<file path="src/hw/dcache_pkg.sv">
// ==========================================================
// shared definitions for the data cache miss controller
// line geometry, queue depth, bus command and issuer state
// packed structs for cpu, bus and cache traffic
// ==========================================================
`default_nettype none

package dcache_pkg;

	// ==========================================================
	// geometry
	// ==========================================================
	localparam int ADR_W = 32;
	localparam int TID_W = 4;
	localparam int LINE_BYTES = 64;
	localparam int BEAT_BYTES = 16;
	localparam int BEATS = 4;
	localparam int QUEUE_DEPTH = 4;

	// derived widths
	localparam int LINE_W = LINE_BYTES * 8;
	localparam int BEAT_W = BEAT_BYTES * 8;
	localparam int QTR_W = $clog2(BEATS);
	localparam int QPTR_W = $clog2(QUEUE_DEPTH);

	// ==========================================================
	// enums
	// ==========================================================
	typedef enum logic [1:0] {
		CMD_NONE = 2'd0,
		CMD_LOAD = 2'd1,
		CMD_LINE_LOAD = 2'd2,
		CMD_STORE = 2'd3
	} bus_cmd_e;

	typedef enum logic [1:0] {
		ISSUE_IDLE = 2'd0,
		ISSUE_STORE = 2'd1,
		ISSUE_LOAD = 2'd2,
		ISSUE_WAIT = 2'd3
	} issue_state_e;

	// ==========================================================
	// traffic structs
	// ==========================================================
	// cpu line request, adr is line aligned
	typedef struct packed {
		logic cyc;
		logic [TID_W-1:0] tid;
		logic we;
		logic cacheable;
		logic [ADR_W-1:0] adr;
		logic [LINE_BYTES-1:0] sel;
		logic [LINE_W-1:0] dat;
	} line_req_t;

	// one 128-bit bus beat
	typedef struct packed {
		logic cyc;
		bus_cmd_e cmd;
		logic [TID_W-1:0] tid;
		logic [ADR_W-1:0] adr;
		logic [BEAT_BYTES-1:0] sel;
		logic [BEAT_W-1:0] dat;
	} bus_req_t;

	typedef struct packed {
		logic ack;
		logic [TID_W-1:0] tid;
		logic [ADR_W-1:0] adr;
		logic [BEAT_W-1:0] dat;
	} bus_resp_t;

	typedef struct packed {
		logic ack;
		logic [TID_W-1:0] tid;
		logic [LINE_W-1:0] dat;
	} cpu_resp_t;

	typedef struct packed {
		logic wr;
		logic [ADR_W-1:0] adr;
		logic [LINE_W-1:0] dat;
	} cache_wr_t;

	// issuer tells collector which id to expect for a quarter
	typedef struct packed {
		logic valid;
		logic [QTR_W-1:0] quarter;
		logic [TID_W-1:0] tid;
	} beat_note_t;

	// start of a line, one need bit per quarter
	typedef struct packed {
		logic valid;
		logic [BEATS-1:0] need;
	} line_need_t;

endpackage

`default_nettype wire

</file>
<file path="src/hw/dcache_req_queue.sv">
// ==========================================================
// in-order cpu request queue
// circular buffer with duplicate tid rejection and busy flag
// ==========================================================
`default_nettype none

module dcache_req_queue (
	input wire logic clk_i,
	input wire logic rst_i,
	input dcache_pkg::line_req_t cpu_req_i,
	input wire logic head_pop_i,
	output dcache_pkg::line_req_t head_o,
	output logic busy_o
);
	import dcache_pkg::*;

	// entry storage, payload only
	line_req_t entry_q [QUEUE_DEPTH];

	logic [QPTR_W-1:0] wr_ptr_q;
	logic [QPTR_W-1:0] rd_ptr_q;
	logic [QPTR_W:0] count_q;

	logic [QPTR_W-1:0] slot;
	logic dup;
	logic push;
	logic pop;

	// ==========================================================
	// admission
	// ==========================================================
	// walk the valid entries from the head and look for the same tid
	always_comb begin
		dup = 1'b0;
		slot = rd_ptr_q;
		for (int i = 0; i < QUEUE_DEPTH; i++) begin
			slot = rd_ptr_q + QPTR_W'(i);
			if ((QPTR_W + 1)'(i) < count_q && entry_q[slot].tid == cpu_req_i.tid)
				dup = 1'b1;
		end
	end

	assign busy_o = (count_q == (QPTR_W + 1)'(QUEUE_DEPTH));

	// a strobe while busy is dropped here as well
	assign push = cpu_req_i.cyc && !dup && !busy_o;
	assign pop = head_pop_i && (count_q != '0);

	// ==========================================================
	// pointers and count
	// ==========================================================
	always_ff @(posedge clk_i) begin
		if (rst_i) begin
			wr_ptr_q <= '0;
			rd_ptr_q <= '0;
			count_q <= '0;
		end else begin
			if (push)
				wr_ptr_q <= wr_ptr_q + 1'b1;
			if (pop)
				rd_ptr_q <= rd_ptr_q + 1'b1;
			// simultaneous push and pop leaves the count alone
			case ({push, pop})
				2'b10: count_q <= count_q + 1'b1;
				2'b01: count_q <= count_q - 1'b1;
				default: count_q <= count_q;
			endcase
		end
	end

	always_ff @(posedge clk_i) begin
		if (push)
			entry_q[wr_ptr_q] <= cpu_req_i;
	end

	// head view, cyc tracks occupancy rather than the stored strobe
	always_comb begin
		head_o = entry_q[rd_ptr_q];
		head_o.cyc = (count_q != '0);
	end

endmodule

`default_nettype wire

</file>
<file path="config.mk">
export PLATFORM = sky130hd
export DESIGN_NAME = dcache_req_queue
export DESIGN_NICKNAME = d
export VERILOG_FILES = /design/src/hw/dcache_pkg.sv /design/src/hw/dcache_req_queue.sv
export SDC_FILE = /design/constraint.sdc
export NUM_CORES = 2
export LEC_CHECK = 0
export ABC_AREA = 1
export BUFFER_PORTS_ARGS = -buffer_cell sky130_fd_sc_hd__buf_2
export CORE_AREA = 8 8 473 475
export DETAILED_ROUTE_END_ITERATION = 12
export DIE_AREA = 0 0 481 483
export SYNTH_ARGS = -nofsm -noshare
export SYNTH_HDL_FRONTEND = slang
export SYNTH_SLANG_ARGS = --single-unit
</file>
<file path="constraint.sdc">
create_clock -name clk_i -period 17.7 [get_ports clk_i]
set_input_delay 0.885 -clock clk_i [delete_from_list [all_inputs] [get_ports clk_i]]
set_output_delay 0.885 -clock clk_i [all_outputs]
set_load 0.03 [all_outputs]
</file>
# After elaboration in Yosys (flattened, before gate mapping)
# Memories as Yosys holds them, arrays and structs flattened. A register that Yosys moved wholly into a read port is not among the register bits.
# Index checks and enable logic that the tools add are counted.
[word_totals]
input_bits = 618
out_inout_bits = 616
word_cells = 41
regBits = 7
mem_bits_rw = 2460
n_memories = 1
[op_classes]
eq_ne = 7
order_cmp = 4
add_sub_neg = 6
n_reduce_logical = 11
mux = 9
[mem_list]
columns = ["name", "words", "width", "read_ports", "rd_ports_with_merged_regs", "write_ports", "line_no", "source"]
rows = [
  ["entry_q", 4, 615, 4, 1, 1, "dcache_req_queue.sv:18", "line_req_t entry_q [QUEUE_DEPTH];"],
]
[ops]
columns = ["operator", "count"]
rows = [
  ["== test 4 bit", 4],
  ["logical AND 1 bit", 7],
  ["less-than comparator 1 x 3 -> 1 bit, first input constant", 2],
  ["less-than comparator 2 x 3 -> 1 bit, first input constant", 2],
  ["2-to-1 mux 1 bit", 6],
  ["one-hot mux 3 bit (2 select lines)", 1],
  ["adder 2 x 1 -> 2 bit, second input constant", 2],
  ["adder 2 bit, second input constant", 2],
  ["2-to-1 mux 2 bit", 2],
  ["adder 3 x 1 -> 3 bit, second input constant", 1],
  ["== test 3 bit, second input constant", 1],
  ["nonzero test 3 bit", 1],
  ["subtractor 3 x 1 -> 3 bit, second input constant", 1],
  ["== test 2 x 1 -> 1 bit, second input constant", 1],
  ["== test 2 bit, second input constant", 1],
  ["zero test 1 bit", 2],
  ["nonzero test 2 bit", 1],
]

# Longest topological paths before layout
# An unclocked memory read counts as a cell.
[logic_depth]
depth_word = 12
depth_mapped = 21
mapped_depth_nobuf = 20

# Worst setup path after synthesis
# Ideal clock, no wire load.
[synth_timing]
path_type = "input-to-reg"
startpoint = "in cpu_req_i[611] (netlist name)"
endpoint = "mem entry_q[0][0] (netlist name) (enable)"
arrival_time_ps = 16976
required_ps = 16588
path_stages = 11
path_buffers = 0
path_slack_ps = -388
setup_time_ps = 1112
path_cell_list = "inv_1 > nand2_1 > nand2_1 > nor2_1 > nand3_1 > nand2_1 > inv_2 > nand2_2 > nor2_4 > inv_2 > nor2_2"
[synth_via]
elab_chain_cells = 11
elab_cells_between_ends = 17
cone_classes = "eq/ne: 4; mux: 6; reduce/logical: 7"
[synth_rtl]
columns = ["item", "line_no", "source"]
rows = [
  ["from (decl)", "dcache_req_queue.sv:10", "input dcache_pkg::line_req_t cpu_req_i,"],
  ["== test 4 bit", "dcache_req_queue.sv:38", "if ((QPTR_W + 1)'(i) < count_q && entry_q[slot].tid == cpu_req_i.tid)"],
  ["logical AND 1 bit", "dcache_req_queue.sv:38", ""],
  ["2-to-1 mux 1 bit (3 in series)", "dcache_req_queue.sv:38", ""],
  ["2-to-1 mux 1 bit (*)", "dcache_req_queue.sv:38", ""],
  ["zero test 1 bit (*)", "dcache_req_queue.sv:46", "assign push = cpu_req_i.cyc && !dup && !busy_o;"],
  ["logical AND 1 bit (*) (2 in series)", "dcache_req_queue.sv:46", ""],
  ["2-to-1 mux 1 bit (*)", "dcache_req_queue.sv:72", "if (push)"],
  ["2-to-1 mux 1 bit (not written as such) (*)", "dcache_req_queue.sv:73", "entry_q[wr_ptr_q] <= cpu_req_i;"],
  ["to (decl)", "dcache_req_queue.sv:18", ""],
]
# Mark *: on every way between the ends. The rest lies on a longest branch, timed or not.

==> impl_metrics.ini <==
[clocking]
cts_setup_buffers = 0
path_clk_slew_ps = 70
cts.path.max_buffers = 3
clkSinkCount = 2465
cts_resized = 0
root_buffer = clkbuf_16
clk_latency_ps = 880
cts_made_buffers = 239
postCtsHoldBufs = 0
htreeDepth = 4
cts_tree = yes

[finish]
fillers = 18331
areaGrowthSynthToFinish_pct = 17.9
nNetsFinal = 7947
final_util_pct = 49.8
fin_area_mm2 = 0.108
instances_no_fill = 10447
drive_above_1_share_pct = 21.7

[sta]
setup_viol = 0
fin_tns_setup_ps = 0
finClkSkew_ps = 71.4
finalHoldViolCount = 0
slew_headroom_pct = 11.2
fin_crit_ps = 6860
holdWs_ps = 213
fmax_mhz = 146
drv_slew = 0
finalCritPeriodShare_pct = 38.7
rsz0062_at_grt = false
tightestPinTransition_ps = 1330

[placed_design]
dpl.cell_count = 9933
routabilityCongestion = 0.831
hpwl_um = 168000
port_buffers = 1233
post_dp_cell_area_mm2 = 0.100

[detailed_routing]
wire_per_inst_um = 25.5
drc = 0
antenna_left = 0
drt_first_pass_iters = 6
routed_wl_um = 266000
avgViaCountPerCell = 5.45
vias = 56973
drtIter0Drc = 5136

[synthesis]
synth.most_common_cell = edfxtp_1
ys_top_cells_by_area = edfxtp_1 81%, o21ai_0 6.7%, nor2_1 5.1%
synth_top_area_share_pct = 80.8
postSynthCellCount = 6197
synth_edf_count = 2456
synth_seq_cells = 2465
synth_cell_types = 23
ys.flop_type = edfxtp_1
postSynthAreaPerCell_um2 = 14.7
async_reset_ff_share_pct = 0
syn_nets = 6824
seq_area_frac_synth_pct = 81.0
yosys.area.top_type = edfxtp_1
ys_warn_count = 0
synth_top_cells_by_count = 2456 x edfxtp_1, 1237 x nor2_1, 1226 x o21ai_0
synth.cell_area_mm2 = 0.0913

[setup_path]
critPathKind = reg -> reg
critPathSlowestCell = buf_4
cp-start-kind = register
arrival_ps = 7300
r2r_slack_ps = 10840
cp_max_fo = 141
cpLargestDelayFamily = buffers and inverters
path_common_cell = buf_4
slowest_delay_ps = 880
cp.required_ps = 18140
end_kind = register
path_cells = buf_4 -> buf_12 -> nand3_1 -> nand2_1 -> xor2_1 -> nor2_1 -> nand3_1 -> nand2_2 -> nor2_4 -> inv_2 -> nor2_4 -> buf_4 -> buf_4 -> buf_12
crit_buf_inv = 6

[floorplan]
dieHeight_um = 483
core_area_mm2 = 0.216
die_w_um = 481
rows = 171
initial_utilization_pct = 42.2
die-area_mm2 = 0.232
io_pins = 1234

[global_routing]
grt.total_usage_pct = 21.8
grt_max_degree = 230
grt_pass1_vias = 54063
grt_pass1_wl_um = 380000
grt-ovfl-total = 0
antenna_found_initial = 189

[min_path]
min_path_type = in -> reg

[flow_run]
drv_cap = 0

[power_and_ir_drop]
peakVddDrop_mv = 0.142
powerDensity_mw_per_mm2 = 171
p_leak_nw = 37.1

[run_status]
status = completed
## routing by layer
metal  routed length (µm)  vias up  GRT usage, %
met3                26700      577          7.88
met2               126000     2165          35.0
met4                10200      106          8.35
li1                     -    25776             -
met5                  693        -             0
met1               102000    28349          27.1
## metrics by stage
stage	setup WS, ps	power (mW)
floorplan	-388	12.0
global placement	10630	13.7
detailed placement	10570	13.8
CTS	10550	18.6
global route	10330	19.2
finish	10840	18.4
## placed cells by master, fill, tap and decap left out, types with 7 or more instances in the layout
cell / instances
nor2_1: 1237
clkbuf_16: 242
edfxtp_1: 2456
o22ai_1: 610
inv_1: 28
buf_2: 1233
nand2_1: 153
buf_12: 18
clkinv_1: 67
bufinv_16: 9
o21ai_0: 1226
inv_6: 8
diode_2: 78
nand3_1: 24
buf_4: 45
clkinv_2: 38
clkbuf_1: 55
dfxtp_1: 7
ha_1: 9
## registers in the layout, indices dropped and copies added, names as in the netlist, named ones only
register,cells
entry_q,2456
rd_ptr_q,2
wr_ptr_q,2
count_q,3
## where the power goes
group	switching [mW]	internal (mW)	leakage (nW)
logic	4.71	1.31	10.9
clock network	2.12	2.64	3.57
registers	0.193	7.41	22.6
## cell families (layout without fill, tap and decap cells)
kind of cell / Yosys count / count (layout) / share of synthesized area (%)
DFF: 2465 / 2465 / 81.0
and+or+nand+nor: 1428 / 1428 / 5.95
xor gates and xnor gates: 3 / 3 / 0.0288
buffers and inverters: 450 / 1768 / 1.96
AOI/OAI and AO/OA: 1842 / 1842 / 10.9
other: 0 / 78 / 0
adders and majority gates: 9 / 9 / 0.123
## final timing paths
kind | startpoint | endpoint | cells after the start
setup / recovery | register | entry_q[0][434] | 14
setup reg to reg | register | entry_q[0][434] | 14
hold / removal | cpu_req_i[154] | entry_q[3][154] | 1
hold reg to reg | wr_ptr_q[1] | wr_ptr_q[1] | 2
## cell type report
cell class              instances  area, µm²  share of cell area (%)
inverters                      36        150                   0.140
clock inverters               135        998                   0.928
repair buffers               1296       6870                    6.38
well taps                    2854       3570                    3.32
diodes                         78        195                   0.181
multi-input cells            3282      15600                    14.5
clock buffers                 301       6320                    5.87
flip-flops and latches       2465      73900                    68.7
(Power assumes the default switching activity.)
