**src/hw/dcache_pkg.sv**
```systemverilog
// ==========================================================
// shared definitions for the data cache miss controller
// line geometry, queue depth, bus command and issuer state
// packed structs for cpu, bus and cache traffic
// ==========================================================
`default_nettype none

package dcache_pkg;

	// ==========================================================
	// geometry
	// ==========================================================
	localparam int ADR_W = 32;
	localparam int TID_W = 4;
	localparam int LINE_BYTES = 64;
	localparam int BEAT_BYTES = 16;
	localparam int BEATS = 4;
	localparam int QUEUE_DEPTH = 4;

	// derived widths
	localparam int LINE_W = LINE_BYTES * 8;
	localparam int BEAT_W = BEAT_BYTES * 8;
	localparam int QTR_W = $clog2(BEATS);
	localparam int QPTR_W = $clog2(QUEUE_DEPTH);

	// ==========================================================
	// enums
	// ==========================================================
	typedef enum logic [1:0] {
		CMD_NONE = 2'd0,
		CMD_LOAD = 2'd1,
		CMD_LINE_LOAD = 2'd2,
		CMD_STORE = 2'd3
	} bus_cmd_e;

	typedef enum logic [1:0] {
		ISSUE_IDLE = 2'd0,
		ISSUE_STORE = 2'd1,
		ISSUE_LOAD = 2'd2,
		ISSUE_WAIT = 2'd3
	} issue_state_e;

	// ==========================================================
	// traffic structs
	// ==========================================================
	// cpu line request, adr is line aligned
	typedef struct packed {
		logic cyc;
		logic [TID_W-1:0] tid;
		logic we;
		logic cacheable;
		logic [ADR_W-1:0] adr;
		logic [LINE_BYTES-1:0] sel;
		logic [LINE_W-1:0] dat;
	} line_req_t;

	// one 128-bit bus beat
	typedef struct packed {
		logic cyc;
		bus_cmd_e cmd;
		logic [TID_W-1:0] tid;
		logic [ADR_W-1:0] adr;
		logic [BEAT_BYTES-1:0] sel;
		logic [BEAT_W-1:0] dat;
	} bus_req_t;

	typedef struct packed {
		logic ack;
		logic [TID_W-1:0] tid;
		logic [ADR_W-1:0] adr;
		logic [BEAT_W-1:0] dat;
	} bus_resp_t;

	typedef struct packed {
		logic ack;
		logic [TID_W-1:0] tid;
		logic [LINE_W-1:0] dat;
	} cpu_resp_t;

	typedef struct packed {
		logic wr;
		logic [ADR_W-1:0] adr;
		logic [LINE_W-1:0] dat;
	} cache_wr_t;

	// issuer tells collector which id to expect for a quarter
	typedef struct packed {
		logic valid;
		logic [QTR_W-1:0] quarter;
		logic [TID_W-1:0] tid;
	} beat_note_t;

	// start of a line, one need bit per quarter
	typedef struct packed {
		logic valid;
		logic [BEATS-1:0] need;
	} line_need_t;

endpackage

`default_nettype wire

```
**src/hw/dcache_beat_collector.sv**
```systemverilog
// ==========================================================
// response collector
// matches bus acks by tid and fills the line buffer
// ==========================================================
`default_nettype none

module dcache_beat_collector (
	input wire logic clk_i,
	input wire logic rst_i,
	input dcache_pkg::line_need_t line_need_i,
	input dcache_pkg::beat_note_t beat_note_i,
	input dcache_pkg::bus_resp_t bus_resp_i,
	output logic line_done_o,
	output logic [dcache_pkg::LINE_W-1:0] line_dat_o
);
	import dcache_pkg::*;

	logic active_q;
	logic [BEATS-1:0] need_q;
	logic [BEATS-1:0] done_q;
	// quarters whose load beat has been taken
	logic [BEATS-1:0] noted_q;
	logic [TID_W-1:0] exp_tid_q [BEATS];
	logic [LINE_W-1:0] line_q;

	logic active_nxt;
	logic [BEATS-1:0] need_nxt;
	logic [BEATS-1:0] done_nxt;
	logic [BEATS-1:0] noted_nxt;
	logic [BEATS-1:0] hit;
	logic complete;

	// ==========================================================
	// matching
	// ==========================================================
	always_comb begin
		for (int q = 0; q < BEATS; q++)
			hit[q] = bus_resp_i.ack && !line_need_i.valid && noted_q[q] && !done_q[q] &&
				(exp_tid_q[q] == bus_resp_i.tid);
	end

	always_comb begin
		active_nxt = active_q | line_need_i.valid;
		need_nxt = line_need_i.valid ? line_need_i.need : need_q;
		done_nxt = line_need_i.valid ? '0 : (done_q | hit);
		noted_nxt = line_need_i.valid ? '0 : noted_q;
		// a note can land in the same cycle as the line start
		if (beat_note_i.valid)
			noted_nxt[beat_note_i.quarter] = 1'b1;
	end

	assign complete = active_nxt && (done_nxt == need_nxt);

	// ==========================================================
	// tracking state
	// ==========================================================
	always_ff @(posedge clk_i) begin
		if (rst_i) begin
			active_q <= 1'b0;
			need_q <= '0;
			done_q <= '0;
			noted_q <= '0;
			line_done_o <= 1'b0;
		end else begin
			need_q <= need_nxt;
			done_q <= done_nxt;
			noted_q <= noted_nxt;
			// one pulse, then idle until the next line
			line_done_o <= complete;
			active_q <= active_nxt && !complete;
		end
	end

	always_ff @(posedge clk_i) begin
		if (beat_note_i.valid)
			exp_tid_q[beat_note_i.quarter] <= beat_note_i.tid;
	end

	// unselected quarters read back as zero
	always_ff @(posedge clk_i) begin
		if (line_need_i.valid)
			line_q <= '0;
		for (int q = 0; q < BEATS; q++)
			if (hit[q])
				line_q[q*BEAT_W +: BEAT_W] <= bus_resp_i.dat;
	end

	assign line_dat_o = line_q;

endmodule

`default_nettype wire

```
**config.mk**
```make
export PLATFORM = sky130hd
export DESIGN_NAME = dcache_beat_collector
export DESIGN_NICKNAME = d
export VERILOG_FILES = /design/src/hw/dcache_pkg.sv /design/src/hw/dcache_beat_collector.sv
export SDC_FILE = /design/constraint.sdc
export NUM_CORES = 1
export LEC_CHECK = 0
export ABC_AREA = 0
export BUFFER_PORTS_ARGS = -buffer_cell sky130_fd_sc_hd__buf_4
export CORE_AREA = 2 2 266 268
export CTS_BUF_LIST = sky130_fd_sc_hd__clkbuf_4
export CTS_CLUSTER_DIAMETER = 40
export DETAILED_ROUTE_END_ITERATION = 8
export DIE_AREA = 0 0 268 270
export SETUP_SLACK_MARGIN = 0.5
export SLEW_MARGIN = 20
export SYNTH_ARGS = -nofsm -noshare
export SYNTH_HDL_FRONTEND = slang
export SYNTH_SLANG_ARGS = --single-unit
```
**constraint.sdc**
```tcl
create_clock -name clk_i -period 14.56 [get_ports clk_i]
set_input_delay 3.64 -clock clk_i [delete_from_list [all_inputs] [get_ports clk_i]]
set_output_delay 3.64 -clock clk_i [all_outputs]
set_load 0.05 [all_outputs]
```
**Word-level counts from Yosys, hierarchy flattened**

Memories as Yosys holds them, arrays and structs flattened.
Cells that the tools add are included.

- Output and inout port bits: 513
- Register bits: 526
- Input port bits: 179
- Memories: 1
- RAM bits: 16

Memories:

| memory | depth | bits a word | read ports | clocked after Yosys merged registers in | write ports | RTL line | text |
|---|---|---|---|---|---|---|---|
| exp_tid_q | 4 | 4 | 4 | 0 | 1 | dcache_beat_collector.sv:23 | `logic [TID_W-1:0] exp_tid_q [BEATS];` |

- Bitwise logic cells: 3
- Reductions and logical operators: 26
- Magnitude comparators: 2
- Muxes and demuxes: 13
- Eq/ne operators: 5

Operator list:

| operator | count |
|---|---|
| 2-to-1 mux 128 bit | 4 |
| 2-to-1 mux 512 bit | 1 |
| equality test 4 bit | 5 |
| logical AND 1 bit | 16 |
| 2-to-1 mux 4 bit | 4 |
| OR 4 bit | 2 |
| nonzero test 2 bit | 4 |
| logical NOT 1 bit | 6 |
| less-than comparator 2 x 3 -> 1 bit (second input constant) | 1 |
| 2-to-1 mux 1 bit | 3 |
| demux 1 bit (select 2 bit) | 1 |
| >= comparator 2 x 1 -> 1 bit (second input constant) | 1 |
| OR 1 bit | 1 |

**Longest topological paths before layout**

- Depth after elaboration: 11
- Gate-level depth with buffers: 7

**Worst setup path before layout**

Ideal clock, no wire load.

- Path type: input to register
- Start: input port line_need_i[4] in the netlist's numbering
- End: register line_q[256], in the netlist line_dat_o[256], enable pin
- Arrival: 13.156 ns
- Path slack: 0.612 ns
- Path buffers: 1
- Data required time: 13.768 ns
- Cell stages on the path: 4
- Cells stage by stage: buf_6 nor4bb_1 nand2_1 o21ai_0

- Cells in the longest elaborated chain, start to end: 6

Ends and longest elaborated chain:

| element | RTL line | text |
|---|---|---|
| start, declared | dcache_beat_collector.sv:10 | `input dcache_pkg::line_need_t line_need_i,` |
| logical NOT 1 bit | dcache_beat_collector.sv:38 | `hit[q] = bus_resp_i.ack && !line_need_i.valid && noted_q[q] && !done_q[q] &&` |
| logical AND 1 bit (4 in series) | dcache_beat_collector.sv:38 |  |
| nonzero test 2 bit (no source line) (*) | n/a |  |
| end signal, assigned by index | dcache_beat_collector.sv:85 | `line_q[q*BEAT_W +: BEAT_W] <= bus_resp_i.dat;` |
| end, declared | dcache_beat_collector.sv:24 | `logic [LINE_W-1:0] line_q;` |

Mark *: on every way between the ends. The rest lies on a longest branch, timed or not.
A chain may end at the register's enable or synchronous reset.

**Worst setup path after layout**

- Start: input port line_need_i[4] in the netlist's numbering
- End: register line_q[243], in the netlist line_dat_o[243], enable pin

Same word-level chain as after synthesis.

==> flow_summary.json <==
{
  "grt_pass1_wl_um": 89800,
  "grt_pass1_vias": 13900,
  "nets": 2152,
  "synth_area_leaders": "edfxtp_1 (78%), and2_1 (12%), and3_1 (4.0%), dfxtp_1 (1.4%), clkbuf_1 (1.3%)",
  "worstPathMaxFanout": 63,
  "clock.fmax_ghz": 0.173,
  "cts_buffer_depth": 3,
  "drc": 0,
  "fp-row-count": 97,
  "initial_utilization_pct": 29.1,
  "finalHoldViolCount": 0,
  "synth_nets": 1398,
  "ys_types": 37,
  "n_fill_cell": 6531,
  "dp_slack_ps": 7810,
  "finalCritPeriodShare_pct": 39.8,
  "port_buffers": 659,
  "fin_ws_ps": 8770,
  "die_h_um": 270,
  "placed_cell_area_mm2": 0.0263,
  "stdcell_area_mm2": 0.0282,
  "ys_seq_elements": 542,
  "power.share.sequential_pct": 50.1,
  "ir_drop_v": 0.0000757,
  "timing.rr.end": "line_dat_o[243]",
  "dp_hpwl_um": 40400,
  "place.gp.congestion": 0.816,
  "power_switching_w": 0.000959,
  "tightest_slew_ps": 1020,
  "yosys_warnings": 0,
  "synth_edf_count": 528,
  "status": "complete, no violations",
  "relSlewSlack_pct": 32.1,
  "coreArea_mm2": 0.0695,
  "ctsHtreeMaxLevel": 4,
  "post_cts_resized": 0,
  "p_clk_share_pct": 38.8,
  "syn2layout_area_growth_pct": 39.3,
  "cts_setup_buffers": 0,
  "ff_latch_area_mm2": 0.0161,
  "end_kind": "register",
  "dp.cells": 2765,
  "netlist_top_cells_count": "edfxtp_1 (528), and2_1 (385), and3_1 (129)",
  "clkTransAtPathRegs_ps": 60,
  "ctsHoldBuffers": 0,
  "cts_buffers": 146,
  "leakage_nw": 12.2,
  "avgRoutedWirePerCell_um": 20.5,
  "synth.top_cell.area_share_pct": 78.3,
  "die_w_um": 268,
  "start_kind": "input pin",
  "grt_usage_pct": 16.7,
  "clock_skew_ps": 51.7,
  "ctsRootBufferMaster": "clkbuf_4",
  "switching_share_pct": 26.9,
  "maxCapViolations": 0,
  "wl_um": 61900,
  "grt_max_degree": 71,
  "timing.setup.tns_ps": 0,
  "cp.arrival_ps": 6300,
  "crit_type": "in2reg",
  "critical_path.endpoint": "line_dat_o[243]",
  "vias_per_cell": 4.39,
  "cts_tree": "done",
  "dr.pass1.iters": 5,
  "synth.largest_area_cell": "edfxtp_1",
  "worst_ep_required_time_ps": 15070,
  "ant_nets": 0,
  "finalMaxSlewViolations": 0,
  "multi_input_area_mm2": 0.00388,
  "p_comb_share_pct": 11.2,
  "r2r_cells": 6,
  "hold_class": "reg2reg",
  "internal-power_w": 0.00260,
  "synth_seq_area_share_pct": 79.7,
  "postSynthAreaPerCell_um2": 16.6,
  "syn_inst": 1219,
  "vias": 13200,
  "grt-ovfl-total": 0,
  "die_area_mm2": 0.0724,
  "antenna_found_initial": 4,
  "drtIter0Drc": 849,
  "synth.cell_area_mm2": 0.0202,
  "drive_gt1_share_pct": 45.0,
  "crit_start": "line_need_i[4]",
  "totalPowerFinal_w": 0.00356,
  "fin_cells": 3019,
  "clock_latency_ps": 950,
  "reg2reg_setup_slack_ps": 11330,
  "power_density_mw_per_mm2": 126,
  "clock-sinks": 542,
  "synth_ff_type": "edfxtp_1",
  "rsz0062_at_grt": "no",
  "fin_crit_ps": 5790,
  "top_level_ports": 692,
  "setup_viol": 0,
  "synthArstFlopShare_pct": 0,
  "reg2reg_from": "done_q[1]",
  "yosysMostFrequentCell": "edfxtp_1"
}
worst min-delay path by stage:
| stage | slack [ps] | start | endpoint | cells past startpoint |
|---|---|---|---|---|
| after floorplan | 450 | noted_q[2] | noted_q[2] | 2 |
| after global placement | 470 | noted_q[2] | noted_q[2] | 2 |
| after detailed placement | 470 | noted_q[2] | noted_q[2] | 2 |
| after CTS | 480 | noted_q[2] | noted_q[2] | 2 |
| after global routing | 530 | done_q[3] | done_q[3] | 1 |
| final | 480 | noted_q[2] | noted_q[2] | 2 |
metal layers:
layer / up-vias / wire, um / share of wire [%] / track usage [%]
met1: 6565 / 23300 / 38 / 18.4
met3: 93 / 5550 / 9.0 / 6.59
met5: - / 0 / 0 / 0
met4: 0 / 1440 / 2.3 / 6.69
li1: 5983 / - / - / -
met2: 605 / 31600 / 51 / 28.7
through the flow:
step                hold slack, ps  utilization, %
floorplan                      452               -
global placement               468            37.8
global route                   525            40.5
CTS                            484            40.5
finish                         482            40.5
detailed placement             469            37.8
flip-flops by register name (all words and copies together) (netlist names):
signal	cells
line_done_o	1
noted_q	4
need_q	4
exp_tid_q	16
done_q	4
line_dat_o	512
active_q	1
worst max-delay path, cell delays in order:
cell and delay [ps]:
buf_4 180, nand4bb_1 270, nor2_4 120, buf_4 590
and2_1 250, or2_4 390, buf_4 770
layout make-up:
class	count	area share, %
sequential	542	57.2
timing repair buffer	679	18.1
multi-input combinational	603	13.8
clock buffer	222	5.91
tap	940	4.17
clock inverter	26	0.772
antenna	6	0.0533
inverter	1	0.0133
cell usage in the layout, fill, tap and decap left out, types with 2 or more instances in the layout:
cell type and instances:
nor3b_1 2, clkbuf_4 222, inv_6 5, o21a_1 4, and2_1 385, a22o_1 2, clkinv_4 4, buf_4 679
inv_8 2, nor2b_1 6, nand3_1 3, nor4_1 2, o21ai_4 2, nor2_4 3, clkinv_1 8, a21oi_1 6
nor2_1 15, xnor2_1 10, clkinv_2 3, diode_2 6, xor2_1 6, or2_4 2, and3_1 129, nor3_1 2
nor3_2 2, bufinv_16 2, nand2_1 4, dfxtp_1 14, mux2i_1 3, edfxtp_1 528
power groups by stage:
stage	clock (W)	sequential (W)	combinational, W
2_1_floorplan	0	0.00202	0.0000397
3_3_place_gp	0	0.00181	0.000399
3_5_place_dp	0	0.00181	0.000401
4_1_cts	0.00143	0.00178	0.000402
5_1_grt	0.00151	0.00179	0.000411
6_report	0.00138	0.00178	0.000398
cells by family (layout without fill, tap and decap cells):
| logic type | after synthesis | count (layout) | share of synthesized area (%) |
|---|---|---|---|
| other | 0 | 6 | 0 |
| DFF | 542 | 542 | 79.7 |
| xor gates and xnor gates | 16 | 16 | 0.692 |
| and+or+nand+nor | 563 | 563 | 17.2 |
| muxes | 3 | 3 | 0.148 |
| AOI/OAI and AO/OA | 21 | 21 | 0.767 |
| buffers and inverters | 74 | 928 | 1.42 |
No activity file was read; power rests on OpenSTA's default activity.
