==> src/hw/dcache_pkg.sv <==
// ==========================================================
// shared definitions for the data cache miss controller
// line geometry, queue depth, bus command and issuer state
// packed structs for cpu, bus and cache traffic
// ==========================================================
`default_nettype none

package dcache_pkg;

	// ==========================================================
	// geometry
	// ==========================================================
	localparam int ADR_W = 32;
	localparam int TID_W = 4;
	localparam int LINE_BYTES = 64;
	localparam int BEAT_BYTES = 16;
	localparam int BEATS = 4;
	localparam int QUEUE_DEPTH = 4;

	// derived widths
	localparam int LINE_W = LINE_BYTES * 8;
	localparam int BEAT_W = BEAT_BYTES * 8;
	localparam int QTR_W = $clog2(BEATS);
	localparam int QPTR_W = $clog2(QUEUE_DEPTH);

	// ==========================================================
	// enums
	// ==========================================================
	typedef enum logic [1:0] {
		CMD_NONE = 2'd0,
		CMD_LOAD = 2'd1,
		CMD_LINE_LOAD = 2'd2,
		CMD_STORE = 2'd3
	} bus_cmd_e;

	typedef enum logic [1:0] {
		ISSUE_IDLE = 2'd0,
		ISSUE_STORE = 2'd1,
		ISSUE_LOAD = 2'd2,
		ISSUE_WAIT = 2'd3
	} issue_state_e;

	// ==========================================================
	// traffic structs
	// ==========================================================
	// cpu line request, adr is line aligned
	typedef struct packed {
		logic cyc;
		logic [TID_W-1:0] tid;
		logic we;
		logic cacheable;
		logic [ADR_W-1:0] adr;
		logic [LINE_BYTES-1:0] sel;
		logic [LINE_W-1:0] dat;
	} line_req_t;

	// one 128-bit bus beat
	typedef struct packed {
		logic cyc;
		bus_cmd_e cmd;
		logic [TID_W-1:0] tid;
		logic [ADR_W-1:0] adr;
		logic [BEAT_BYTES-1:0] sel;
		logic [BEAT_W-1:0] dat;
	} bus_req_t;

	typedef struct packed {
		logic ack;
		logic [TID_W-1:0] tid;
		logic [ADR_W-1:0] adr;
		logic [BEAT_W-1:0] dat;
	} bus_resp_t;

	typedef struct packed {
		logic ack;
		logic [TID_W-1:0] tid;
		logic [LINE_W-1:0] dat;
	} cpu_resp_t;

	typedef struct packed {
		logic wr;
		logic [ADR_W-1:0] adr;
		logic [LINE_W-1:0] dat;
	} cache_wr_t;

	// issuer tells collector which id to expect for a quarter
	typedef struct packed {
		logic valid;
		logic [QTR_W-1:0] quarter;
		logic [TID_W-1:0] tid;
	} beat_note_t;

	// start of a line, one need bit per quarter
	typedef struct packed {
		logic valid;
		logic [BEATS-1:0] need;
	} line_need_t;

endpackage

`default_nettype wire

==> src/hw/dcache_beat_issuer.sv <==
// ==========================================================
// beat issuer
// splits the head request into 128-bit bus beats
// stores first, then loads, one tid per beat
// ==========================================================
`default_nettype none

module dcache_beat_issuer (
	input wire logic clk_i,
	input wire logic rst_i,
	input dcache_pkg::line_req_t head_i,
	input wire logic head_pop_i,
	input wire logic bus_full_i,
	output dcache_pkg::bus_req_t bus_req_o,
	output dcache_pkg::line_need_t line_need_o,
	output dcache_pkg::beat_note_t beat_note_o
);
	import dcache_pkg::*;

	issue_state_e state_q;
	// quarters still to issue in the current phase
	logic [BEATS-1:0] todo_q;
	logic [TID_W-1:0] tid_q;

	logic [BEATS-1:0] qsel_nz;
	logic [BEATS-1:0] need_mask;
	logic [BEATS-1:0] store_mask;
	logic [QTR_W-1:0] qtr;
	logic [BEATS-1:0] qtr_bit;
	logic last_beat;
	logic taken;
	logic defer_need;

	// ==========================================================
	// request decode
	// ==========================================================
	always_comb begin
		for (int q = 0; q < BEATS; q++)
			qsel_nz[q] = |head_i.sel[q*BEAT_BYTES +: BEAT_BYTES];
	end

	// cacheable lines always load the whole line
	assign need_mask = head_i.cacheable ? '1 : (head_i.we ? '0 : qsel_nz);
	assign store_mask = head_i.we ? qsel_nz : '0;

	// non-cacheable write with stores, announce the line after the last store
	assign defer_need = (need_mask == '0) && (store_mask != '0);

	// lowest pending quarter goes first
	always_comb begin
		qtr = '0;
		for (int q = BEATS - 1; q >= 0; q--)
			if (todo_q[q])
				qtr = QTR_W'(q);
	end

	assign qtr_bit = BEATS'(1) << qtr;
	assign last_beat = ((todo_q & ~qtr_bit) == '0);

	// ==========================================================
	// bus beat
	// ==========================================================
	always_comb begin
		bus_req_o = '0;
		bus_req_o.cyc = (state_q == ISSUE_STORE) || (state_q == ISSUE_LOAD);
		bus_req_o.tid = tid_q;
		bus_req_o.adr = head_i.adr + ADR_W'(qtr) * BEAT_BYTES;
		case (state_q)
			ISSUE_STORE: begin
				bus_req_o.cmd = CMD_STORE;
				bus_req_o.sel = head_i.sel[qtr*BEAT_BYTES +: BEAT_BYTES];
				bus_req_o.dat = head_i.dat[qtr*BEAT_W +: BEAT_W];
			end
			ISSUE_LOAD: begin
				bus_req_o.cmd = head_i.cacheable ? CMD_LINE_LOAD : CMD_LOAD;
				bus_req_o.sel = head_i.cacheable ? '1 :
					head_i.sel[qtr*BEAT_BYTES +: BEAT_BYTES];
			end
			default: bus_req_o.cmd = CMD_NONE;
		endcase
	end

	assign taken = bus_req_o.cyc && !bus_full_i;

	// note goes out in the same cycle the load beat is taken
	always_comb begin
		beat_note_o.valid = taken && (state_q == ISSUE_LOAD);
		beat_note_o.quarter = qtr;
		beat_note_o.tid = tid_q;
	end

	// ==========================================================
	// state machine
	// ==========================================================
	always_ff @(posedge clk_i) begin
		if (rst_i) begin
			state_q <= ISSUE_IDLE;
			todo_q <= '0;
			tid_q <= TID_W'(1);
			line_need_o <= '0;
		end else begin
			line_need_o.valid <= 1'b0;
			// id 0 is never used, wrap to 1
			if (taken)
				tid_q <= (&tid_q) ? TID_W'(1) : tid_q + 1'b1;
			case (state_q)
				ISSUE_IDLE: begin
					if (head_i.cyc) begin
						if (!defer_need) begin
							line_need_o.valid <= 1'b1;
							line_need_o.need <= need_mask;
						end
						if (store_mask != '0) begin
							state_q <= ISSUE_STORE;
							todo_q <= store_mask;
						end else if (need_mask != '0) begin
							state_q <= ISSUE_LOAD;
							todo_q <= need_mask;
						end else begin
							state_q <= ISSUE_WAIT;
						end
					end
				end
				ISSUE_STORE: begin
					if (taken) begin
						todo_q <= todo_q & ~qtr_bit;
						if (last_beat) begin
							if (need_mask != '0) begin
								state_q <= ISSUE_LOAD;
								todo_q <= need_mask;
							end else begin
								// deferred start, empty need
								state_q <= ISSUE_WAIT;
								line_need_o.valid <= 1'b1;
								line_need_o.need <= '0;
							end
						end
					end
				end
				ISSUE_LOAD: begin
					if (taken) begin
						todo_q <= todo_q & ~qtr_bit;
						if (last_beat)
							state_q <= ISSUE_WAIT;
					end
				end
				default: begin
					// hold the head until merge releases it
					if (head_pop_i)
						state_q <= ISSUE_IDLE;
				end
			endcase
		end
	end

endmodule

`default_nettype wire

==> config.mk <==
export PLATFORM = sky130hd
export DESIGN_NAME = dcache_beat_issuer
export DESIGN_NICKNAME = d
export VERILOG_FILES = /design/src/hw/dcache_pkg.sv /design/src/hw/dcache_beat_issuer.sv
export SDC_FILE = /design/constraint.sdc
export NUM_CORES = 1
export LEC_CHECK = 0
export BUFFER_PORTS_ARGS = -buffer_cell sky130_fd_sc_hd__buf_4
export CAP_MARGIN = 0
export CORE_AREA = 2 2 319 321
export CTS_BUF_LIST = sky130_fd_sc_hd__clkbuf_4 sky130_fd_sc_hd__clkbuf_8
export DETAILED_ROUTE_END_ITERATION = 6
export DIE_AREA = 0 0 321 323
export PLACE_DENSITY = 0.33
export SETUP_SLACK_MARGIN = 0.15
export SYNTH_ARGS = -nofsm -noshare
export SYNTH_HDL_FRONTEND = slang
export SYNTH_SLANG_ARGS = --single-unit
==> constraint.sdc <==
create_clock -name clk_i -period 3.3 [get_ports clk_i]
set_clock_uncertainty 0.2 [all_clocks]
set_input_delay 0.165 -clock clk_i [delete_from_list [all_inputs] [get_ports clk_i]]
set_output_delay 0.165 -clock clk_i [all_outputs]
set_load 0.05 [all_outputs]
# After elaboration in Yosys (flattened, before gate mapping)
# Index checks and enable logic that the tools add are counted.
# word_totals
inputBits,619
output_inout_bits,195
latchBits,0
mem_count,0
romBits,0
mem_bits_rw,0
register_bits,15
# classes
bitwise,2
n_mul,0
muxes,36
shift,3
order_cmp,0
addsub,2
div_mod_pow,0
n_eq_ne,10
reduce_logical,21
# ops
operator,n
512-bit by 10-bit variable part select with 128-bit output,1
128-bit 2-to-1 mux,1
16-bit OR reduction,4
64-bit by 7-bit variable part select with 16-bit output,1
4-bit 2-to-1 mux,11
32-bit by 6-bit adder with 32-bit output,1
16-bit case mux with 2 select lines,1
5-bit 2-to-1 mux,5
2-bit 2-to-1 mux,12
16-bit 2-to-1 mux,1
2-bit != test (second input constant),7
4-bit case mux with 3 select lines,1
6-bit AND reduction,2
4-bit nonzero test,3
5-bit case mux with 2 select lines,1
4-bit zero test,2
2-bit case mux with 3 select lines,1
5-bit AND reduction,1
4-bit by 1-bit adder with 4-bit output (second input constant),1
4-bit AND,1
4-bit inverter,1
2-bit case mux with 2 select lines,1
4-bit AND reduction,1
1-bit by 2-bit left shift with 4-bit output (first input constant),1
10 further kinds,12

# Logic depth before layout (Yosys ltp)
# Gate-level depths: netlist of run 1.
# depth
ltp_word,11
ltp_mapped,16
mapped_depth_nobuf,13

# Worst setup path before layout of run 1
# Ideal clock, no wire load.
# synth_path
kind,reg2out
from,reg todo_q[1]
to,out bus_req_o[170] (netlist bit)
t_arrival_ps,4033
path_buffers,4
path_stages_with_launch,16
path_slack_ps,-1098
cell_sequence,dfxtp_1 clkbuf_1 o21bai_1 clkbuf_1 clkbuf_1 buf_2 inv_1 ha_1 inv_1 fa_1 nand3b_1 nor3_1 nand2b_1 nor2_1 nand3_1 xnor2_1
# synth_lines
element,line_no,text
from (decl),dcache_beat_issuer.sv:22,logic [BEATS-1:0] todo_q;
from (signal assigned),dcache_beat_issuer.sv:115,todo_q <= store_mask;
from (signal assigned),dcache_beat_issuer.sv:118,todo_q <= need_mask;
from (signal assigned),dcache_beat_issuer.sv:126,todo_q <= todo_q & ~qtr_bit;
to (decl),dcache_beat_issuer.sv:14,"output dcache_pkg::bus_req_t bus_req_o,"

==> results_dict.tcl, run 1 <==
set metrics [dict create \
    yosys.area.top_type "mux2_2" \
    grt_overflow 0 \
    powerDensity_nw_per_um2 653.0 \
    synth_nets 1411 \
    coreArea_um2 100700 \
    path_max_fanout 37 \
    fin_nets 2175 \
    cp-start-kind "flop" \
    placed_cell_area_um2 13890 \
    clk_latency_ps 240 \
    ioPinCount 814 \
    cts_max_level 1 \
    syn_to_final_growth_pct 141.0 \
    cts_tree "done" \
    synth_seq_area_share_pct 5.131 \
    fin_crit_sh_pct 96.19 \
    routed_wl_um 68810 \
    ys_top_cells_by_area "mux2_2, a222oi_1, nor2_1, dfxtp_1, clkbuf_1" \
    synth_edf_count 0 \
    avgSynthCellArea_um2 7.464 \
    setup_viol 0 \
    fin_area_um2 14100 \
    viasPerCell 3.713 \
    fin_util_pct 14.00 \
    worstPathArrival_ps 2810 \
    ys_seq_elements 15 \
    timing.final.ws_setup_ps 125.8 \
    postSynth.asyncResetShare_pct 0 \
    cap_violations 0 \
    drive_above_1_share_pct 68.65 \
    cp_slowest_cell "a222oi_1" \
    drcViolationCount 0 \
    drt_pass1_iterations 7 \
    synth_area_um2 5852 \
    holdCritPathClass "in2out" \
    cts_sinks 15 \
    syn_inst 784 \
    netlist.area_leader.share_pct 27.90 \
    tightest_slew_ps 861.9 \
    globalplace.congestion 0.9410 \
    slew_viol_final 0 \
    io_buffers 801 \
    end_kind "output pin" \
    clk_pin_slew_ps 60 \
    dr_total_vias 10640 \
    fmax_ghz 0.3150 \
    grt_pass1_wl_um 88780 \
    synth_flop_cell "dfxtp_1" \
    grt_max_degree 74 \
    hold_viol_final 0 \
    grt_pass1_vias 10700 \
    place_ws_ps 113.6 \
    detail_route.wl_per_cell_um 24.01 \
    peakVddDrop_mv 0.5272 \
    die_w_um 321 \
    p_leak_nw 6.368 \
    antenna_found_initial 41 \
    fin_hold_ws_ps 130.0 \
    layout_commonest_cell "buf_4" \
    max_stage_delay_ps 660 \
    drt_iter0_markers 1128 \
    path_class "reg2out" \
    die_h_um 323 \
    start_util_pct 5.810 \
    grt_usage_pct 12.13 \
    worstPathRequired_ps 2930 \
    yosys_warnings 0 \
    rsz0062_at_grt "yes" \
    dieArea_um2 103700 \
    layout_min_cycle_time_ps 3174 \
    clockBufferDepth 2 \
    root_buffer "clkbuf_8" \
    dpl.hpwl_um 59140 \
    final_cell_mix "buf_4, mux2_2, nor2_1" \
    total_power_mw 9.211 \
    status "finished, final reports clean" \
    cts_buffers 3 \
    ant_nets 0 \
    rows 117 \
    crit_chain "inv_2, nor2_4, o21bai_4, buf_4, buf_16, mux2_2, a222oi_1, nor2_1, buf_4" \
    crit_top_cell "buf_4" \
    max-slew-margin-rel_pct 42.10 \
    synth_cell_types 53 \
]
==> per-layer routing <==
| layer | part of all wire, % | global-route usage, % | routed length (um) |
|---|---|---|---|
| met3 | 11 | 4.533 | 7812 |
| met2 | 48 | 20.76 | 32720 |
| met5 | 0.22 | 0 | 148 |
| met4 | 1.5 | 1.755 | 1003 |
| met1 | 39 | 14.69 | 27130 |
==> what timing repair did <==
action                                  CTS  global route
pin swaps                                 5             9
resized for setup                        10             5
endpoints found under the setup margin    6            14
endpoints found under the hold margin     3             0
gates cloned                              0             1
hold buffers                              1             0
buffers inserted                          3             3
==> kinds of logic after synthesis <==
| group | synth area share [%] |
|---|---|
| AO/OA/AOI/OAI | 32.99 |
| multiplexers | 27.90 |
| XOR/XNOR | 4.041 |
| AND/OR/NAND/NOR | 20.57 |
| buffers and inverters | 7.526 |
| flip-flops | 5.132 |
| adder cells (fa/ha/maj) | 1.839 |
==> report_power, final <==
group	switching, mW	internal, mW
clock network	0.0634	0.0936
logic	5.49	3.26
registers	0.0653	0.235
total	5.62	3.59
==> synth_stat cells (all sizes together), types with 5 or more instances <==
cell	count
nor2	148
mux2	145
a222oi	128
clkbuf	69
nand2	49
buf	23
xnor2	19
a31oi	18
nor4	18
o21ai	18
a22oi	17
dfxtp	15
inv	14
a21oi	13
nand3	8
xor2	8
ha	7
nand4	7
and3	6
nand2b	6
nor3	6
o311ai	5
==> path summary, 6_finish.rpt <==
check                           slack (ps)  cells after the start           start        endpoint
worst max-delay path                   130                      9       todo_q[3]   bus_req_o[73]
worst min register to register         290                      2  line_need_o[3]  line_need_o[3]
worst max register to register         750                      8      state_q[0]       todo_q[0]
worst min-delay path                   130                      0     head_i[578]  bus_req_o[146]
==> flip-flops by register name, summed over array words and instances (netlist names) <==
signal / flops
line_need_o: 5
tid_q: 4
todo_q: 4
state_q: 2
==> per-stage QoR <==
stage	TNS [ps]	instances
6_report	0	2866
5_1_grt	0	2861
4_1_cts	0	2852
3_5_place_dp	0	2844
3_3_place_gp	0	2844
2_1_floorplan	-1155	784
==> cell type report <==
type	count	area, um2
diodes	10	25.02
flip-flops and latches	15	304.0
well taps	1309	1638
inverters	14	66.31
clock buffers	4	48.80
repair buffers	851	6526
fillers	11650	86610
multi-input cells	663	5497
==> worst max-delay path, delay by kind of cell (launching register included) <==
kind	cells	cell delay, ps
compound gates	2	810
buf+inv	4	810
mux	1	380
flops	1	330
simple gates	2	160
Note: power is estimated with default switching activity, not from simulation.
==> run 2, diff against run 1 <==
Settings changed: CELL_PAD_IN_SITES_DETAIL_PLACEMENT set to 1, CELL_PAD_IN_SITES_GLOBAL_PLACEMENT set to 1, PLACE_DENSITY 0.33 to 0.43.
==> run 2 against run 1 <==
  * The flow now finishes with violations (design-rule violations)
  * Global-route usage rose by 1.5 points
  * Power rose by 1.4%
  * Clock power rose by 5%
  * Critical endpoint is now bus_req_o[66]
  * Final cell count fell by 0.31%
  * Register-to-register slack got worse by 20 ps
  * Sequential power rose by 2%
  * Critical path depth fell by 1
==> results_dict.tcl, run 2 (synthesis gave the netlist of run 1 again) <==
set metrics [dict create \
    crit_family "compound AO/OA/AOI/OAI gates" \
    ant_nets 0 \
    cts_buffers 3 \
    cp-start-kind "flop" \
    max-slew-margin-rel_pct 37.87 \
    coreArea_um2 100700 \
    path_max_fanout 59 \
    rows 117 \
    cts_max_level 1 \
    cp.buffers_inverters 3 \
    dr_total_vias 10550 \
    dpl.hpwl_um 65230 \
    globalplace.congestion 0.8822 \
    grt_pass1_wl_um 97970 \
    fin_nets 2170 \
    layout_commonest_cell "buf_4" \
    top_register "line_need_o" \
    ioPinCount 814 \
    clk_pin_slew_ps 70 \
    die_h_um 323 \
    powerDensity_nw_per_um2 663.4 \
    fmax_ghz 0.3243 \
    r2r_end "state_q[0]" \
    top_regs "line_need_o: 5 flops, tid_q: 4 flops, todo_q: 4 flops" \
    io_buffers 801 \
    start_util_pct 5.810 \
    viasPerCell 3.693 \
    grt_usage_pct 13.65 \
    status "complete, but fails checks" \
    holdPathStages 3 \
    layout_min_cycle_time_ps 3084 \
    dpl.cell_count 2832 \
    antenna_found_initial 46 \
    dieArea_um2 103700 \
    crit_start "todo_q[3]" \
    largest_reg_flops 5 \
    root_buffer "clkbuf_8" \
    rr_worst_depth 7 \
    reg2reg_slack_ps 730 \
    detail_route.wl_per_cell_um 26.58 \
    crit_chain "inv_4, nor2_4, o21bai_4, clkbuf_16, mux2_2, a222oi_1, nor2_1, buf_4" \
    setup_viol 0 \
    r2r-start "todo_q[2]" \
    clk_latency_ps 260 \
    drt_iter0_markers 806 \
    cp.depth 8 \
    cts_sinks 15 \
    final_cell_mix "buf_4, mux2_2, nor2_1" \
    end_kind "output pin" \
    max_stage_delay_ps 500 \
    tightest_slew_ps 924.9 \
    drt_pass1_iterations 7 \
    drive_above_1_share_pct 68.74 \
    syn_to_final_growth_pct 140.5 \
    clockBufferDepth 2 \
    slew_viol_final 0 \
    fin_hold_ws_ps 99.15 \
    violations "design-rule violations" \
    fin_crit_sh_pct 93.45 \
    nFillCells 12050 \
    die_w_um 321 \
    routed_wl_um 75930 \
    holdCritPathClass "in2reg" \
    grt_max_degree 145 \
    cp_slowest_cell "a222oi_1" \
    final_cells 2857 \
    total_power_mw 9.338 \
    peakVddDrop_mv 0.4881 \
    cp-endpoint "bus_req_o[66]" \
    drcViolationCount 4 \
    worstPathRequired_ps 2930 \
    hold_viol_final 0 \
    grt_pass1_vias 11400 \
    cts_tree "done" \
    path_class "reg2out" \
    rsz0062_at_grt "yes" \
    cap_violations 0 \
    grt_overflow 0 \
    p_leak_nw 6.346 \
    worstPathArrival_ps 2720 \
]
-- run 2: layout make-up --
cell class              instances  area [um2]  area share, %
multi-input cells             663        5498          39.06
inverters                      14       68.82         0.4889
clock buffers                   3       41.29         0.2933
diodes                          6       15.01         0.1067
well taps                    1309        1638          11.64
clock inverters                 1       5.005        0.03556
repair buffers                846        6504          46.20
flip-flops and latches         15       306.5          2.178
-- run 2: worst min path at each step --
stage               slack, ps        endpoint        start
floorplan                 180      state_q[0]  head_i[609]
global placement          130  bus_req_o[144]  head_i[576]
detailed placement        130  bus_req_o[144]  head_i[576]
CTS                       110      state_q[0]  head_i[609]
global route              130  bus_req_o[146]  head_i[578]
finish                    100      state_q[0]  head_i[609]
-- run 2: timing repair --
item,4_1_cts,5_1_grt
gates resized for setup,11,14
buffers inserted,6,7
pin swaps,10,5
gates cloned,1,0
hold buffers,1,0
setup endpoints to repair,24,24
hold endpoints to repair,4,0
-- run 2: worst min-delay path, cell delays in order --
cell	delay, ps
buf_4	130
o221ai_1	110
o22ai_1	110
-- run 2: metrics by stage --
step                      setup TNS (ps)  setup slack [ps]  util [%]  area, um2
after global placement                 0             30.48     13.71      13800
after global routing                   0             53.73     13.97      14070
after floorplan                    -1155            -292.4         -       6226
after CTS                              0             149.5     13.88      13980
final                                  0             216.1     13.98      14080
after detailed placement          -52.44            -27.25     13.71      13800
-- run 2: metal layers --
| layer | share of wire [%] | GRT usage, % | up-vias |
|---|---|---|---|
| li1 | - | - | 4687 |
| met1 | 41 | 16.46 | 5120 |
| met2 | 47 | 23.58 | 627 |
| met3 | 10 | 5.009 | 90 |
| met4 | 1.6 | 1.828 | 26 |
| met5 | 0.20 | 0 | - |
-- run 2: power by group --
| group | internal, mW | switching (mW) |
|---|---|---|
| logic | 3.26 | 5.61 |
| clock network | 0.0840 | 0.0811 |
| registers | 0.237 | 0.0696 |
| total | 3.58 | 5.76 |
==> run 3, diff against run 2 <==
Settings changed: CELL_PAD_IN_SITES_DETAIL_PLACEMENT 1 to not set, CELL_PAD_IN_SITES_GLOBAL_PLACEMENT 1 to not set, PLACE_DENSITY 0.43 to 0.33.
Clock period 3.3 ns to 2.5 ns, I/O delays scaled along.
==> run 3 against run 2 <==
  * The run ends with design-rule violations, negative setup slack left
  * Utilization up 4.1 points
  * Die area unchanged
  * Cell area up 29%
  * Worst hold slack worse by 49 ps
  * Critical path type unchanged
  * Critical path depth up 5
  * Clock power up 33%
  * Highest routed layer unchanged
==> results_dict.tcl, run 3 (synthesis gave the netlist of run 1 again) <==
set metrics [dict create \
    top_register "line_need_o" \
    fin_crit_sh_pct 119.4 \
    crit_start "todo_q[0]" \
    worstPathRequired_ps 2170 \
    cap_violations 0 \
    dr_total_vias 11210 \
    fin_util_pct 18.05 \
    worstPathArrival_ps 2660 \
    antenna_found_initial 44 \
    path_max_fanout 3 \
    p_seq_share_pct 2.2 \
    hold_viol_final 0 \
    dpl.hpwl_um 60950 \
    violations "design-rule violations, negative setup slack" \
    min_to "bus_req_o[146]" \
    ioPinCount 814 \
    layout_commonest_cell "buf_4" \
    placed_cell_area_um2 15850 \
    fmax_ghz 0.3349 \
    holdPathStages 0 \
    grt_usage_pct 13.59 \
    die_w_um 321 \
    io_buffers 801 \
    die_h_um 323 \
    net-switching-power_mw 9.729 \
    cts_tree "done" \
    hold_start "head_i[578]" \
    cts_sinks 15 \
    max-slew-margin-rel_pct 65.94 \
    nFillCells 11340 \
    setup_viol 166 \
    peakVddDrop_mv 0.4065 \
    largest_reg_flops 5 \
    grt_pass1_wl_um 98150 \
    end_kind "output pin" \
    dieArea_um2 103700 \
    status "complete, but fails checks" \
    fin_area_um2 18180 \
    coreArea_um2 100700 \
    cp_slowest_cell "fa_2" \
    switching_share_pct 52.93 \
    detail_route.wl_per_cell_um 25.04 \
    globalplace.congestion 0.8741 \
    crit_chain "nor2_2, o21a_4, buf_4, inv_6, fa_2, nand3b_1, nor3_4, nand2b_4, buf_4, nor2_1, buf_4, xor2_4, buf_6" \
    intPower_mw 8.651 \
    powerDensity_nw_per_um2 1011 \
    dpl.cell_count 2944 \
    fin_hold_ws_ps 50.02 \
    slew_viol_final 0 \
    syn_to_final_growth_pct 210.7 \
    pwr-share-comb_pct 96.7 \
    drt_pass1_iterations 7 \
    fin_nets 2337 \
    top_regs "line_need_o: 5 flops, tid_q: 4 flops, todo_q: 4 flops" \
    r2r-start "todo_q[2]" \
    max_stage_delay_ps 370 \
    viasPerCell 3.708 \
    cp-start-kind "flop" \
    rows 117 \
    crit_top_cell "buf_4" \
    drive_above_1_share_pct 83.15 \
    start_util_pct 5.810 \
    routed_wl_um 75680 \
    drt_iter0_markers 1105 \
    layout_min_cycle_time_ps 2986 \
    grt_overflow 0 \
    clk_latency_ps 260 \
    place_ws_ps -478.1 \
    r2r_end "line_need_o[0]" \
    path_class "reg2out" \
    clk_pin_slew_ps 80 \
    reg2reg_slack_ps 240 \
    ant_nets 0 \
    timing.final.ws_setup_ps -485.8 \
    pwr-share-clk_pct 1.2 \
    p_leak_nw 7.912 \
    root_buffer "clkbuf_8" \
    rr_worst_depth 9 \
    rsz0062_at_grt "yes" \
    holdCritPathClass "in2out" \
    drcViolationCount 2 \
    cts_buffers 3 \
    grt_max_degree 45 \
    grt_pass1_vias 11610 \
    final_cells 3023 \
    cts_max_level 1 \
    tightest_slew_ps 510.9 \
    clockBufferDepth 2 \
    final_cell_mix "buf_4, buf_6, mux2_2" \
]
==> run 3: final cells by class <==
cell class / instances / area [um2] / area share (%)
sequential: 15 / 307.8 / 1.693
timing repair buffer: 1013 / 9269 / 50.98
multi-input combinational: 663 / 6834 / 37.59
tap: 1309 / 1638 / 9.009
inverter: 14 / 72.57 / 0.3992
clock buffer: 3 / 41.29 / 0.2271
antenna: 5 / 12.51 / 0.06882
clock inverter: 1 / 5.005 / 0.02753
==> run 3: worst max-delay path by stage <==
stage	to	slack (ps)	cells past startpoint
after floorplan	bus_req_o[170]	-1050	16
after global placement	bus_req_o[168]	-480	14
after detailed placement	bus_req_o[174]	-480	14
after CTS	bus_req_o[168]	-500	14
after global routing	bus_req_o[166]	-620	15
final	bus_req_o[166]	-490	13
==> run 3: critical path, delay by kind of cell (launching register included) <==
family,cells,cell delay [ps]
AOI/OAI and AO/OA,1,150
xor gates and xnor gates,1,140
adders and majority gates,1,370
buffers and inverters,5,620
DFF,1,350
and+or+nand+nor,5,760
==> run 3: per-stage QoR <==
step	TNS (ps)	total power, mW
3_5_place_dp	-9123	14.41
4_1_cts	-51360	18.21
3_3_place_gp	-8049	14.36
5_1_grt	-65170	19.34
6_report	-44650	18.38
2_1_floorplan	-18480	8.956
==> run 3: metal layers <==
| metal | GRT usage (%) | part of all wire (%) | wire, um |
|---|---|---|---|
| met1 | 16.38 | 40 | 30420 |
| met2 | 24.11 | 49 | 37350 |
| met3 | 4.113 | 8.4 | 6325 |
| met4 | 1.890 | 2.0 | 1496 |
| met5 | 0 | 0.11 | 86 |
==> run 3: timing repair <==
action,4_1_cts,5_1_grt
endpoints found under the setup margin,179,178
hold buffers,1,0
resized for setup,256,53
pin swaps,64,47
hold endpoints to repair,8,0
cloned,20,1
buffers inserted,34,14
==> run 3: power groups by stage <==
stage,Combinational (mW),Sequential [mW],Clock (mW)
6_report,17.8,0.395,0.220
2_1_floorplan,8.49,0.470,0
5_1_grt,18.7,0.405,0.243
4_1_cts,17.6,0.393,0.236
3_5_place_dp,14.0,0.389,0
3_3_place_gp,14.0,0.382,0
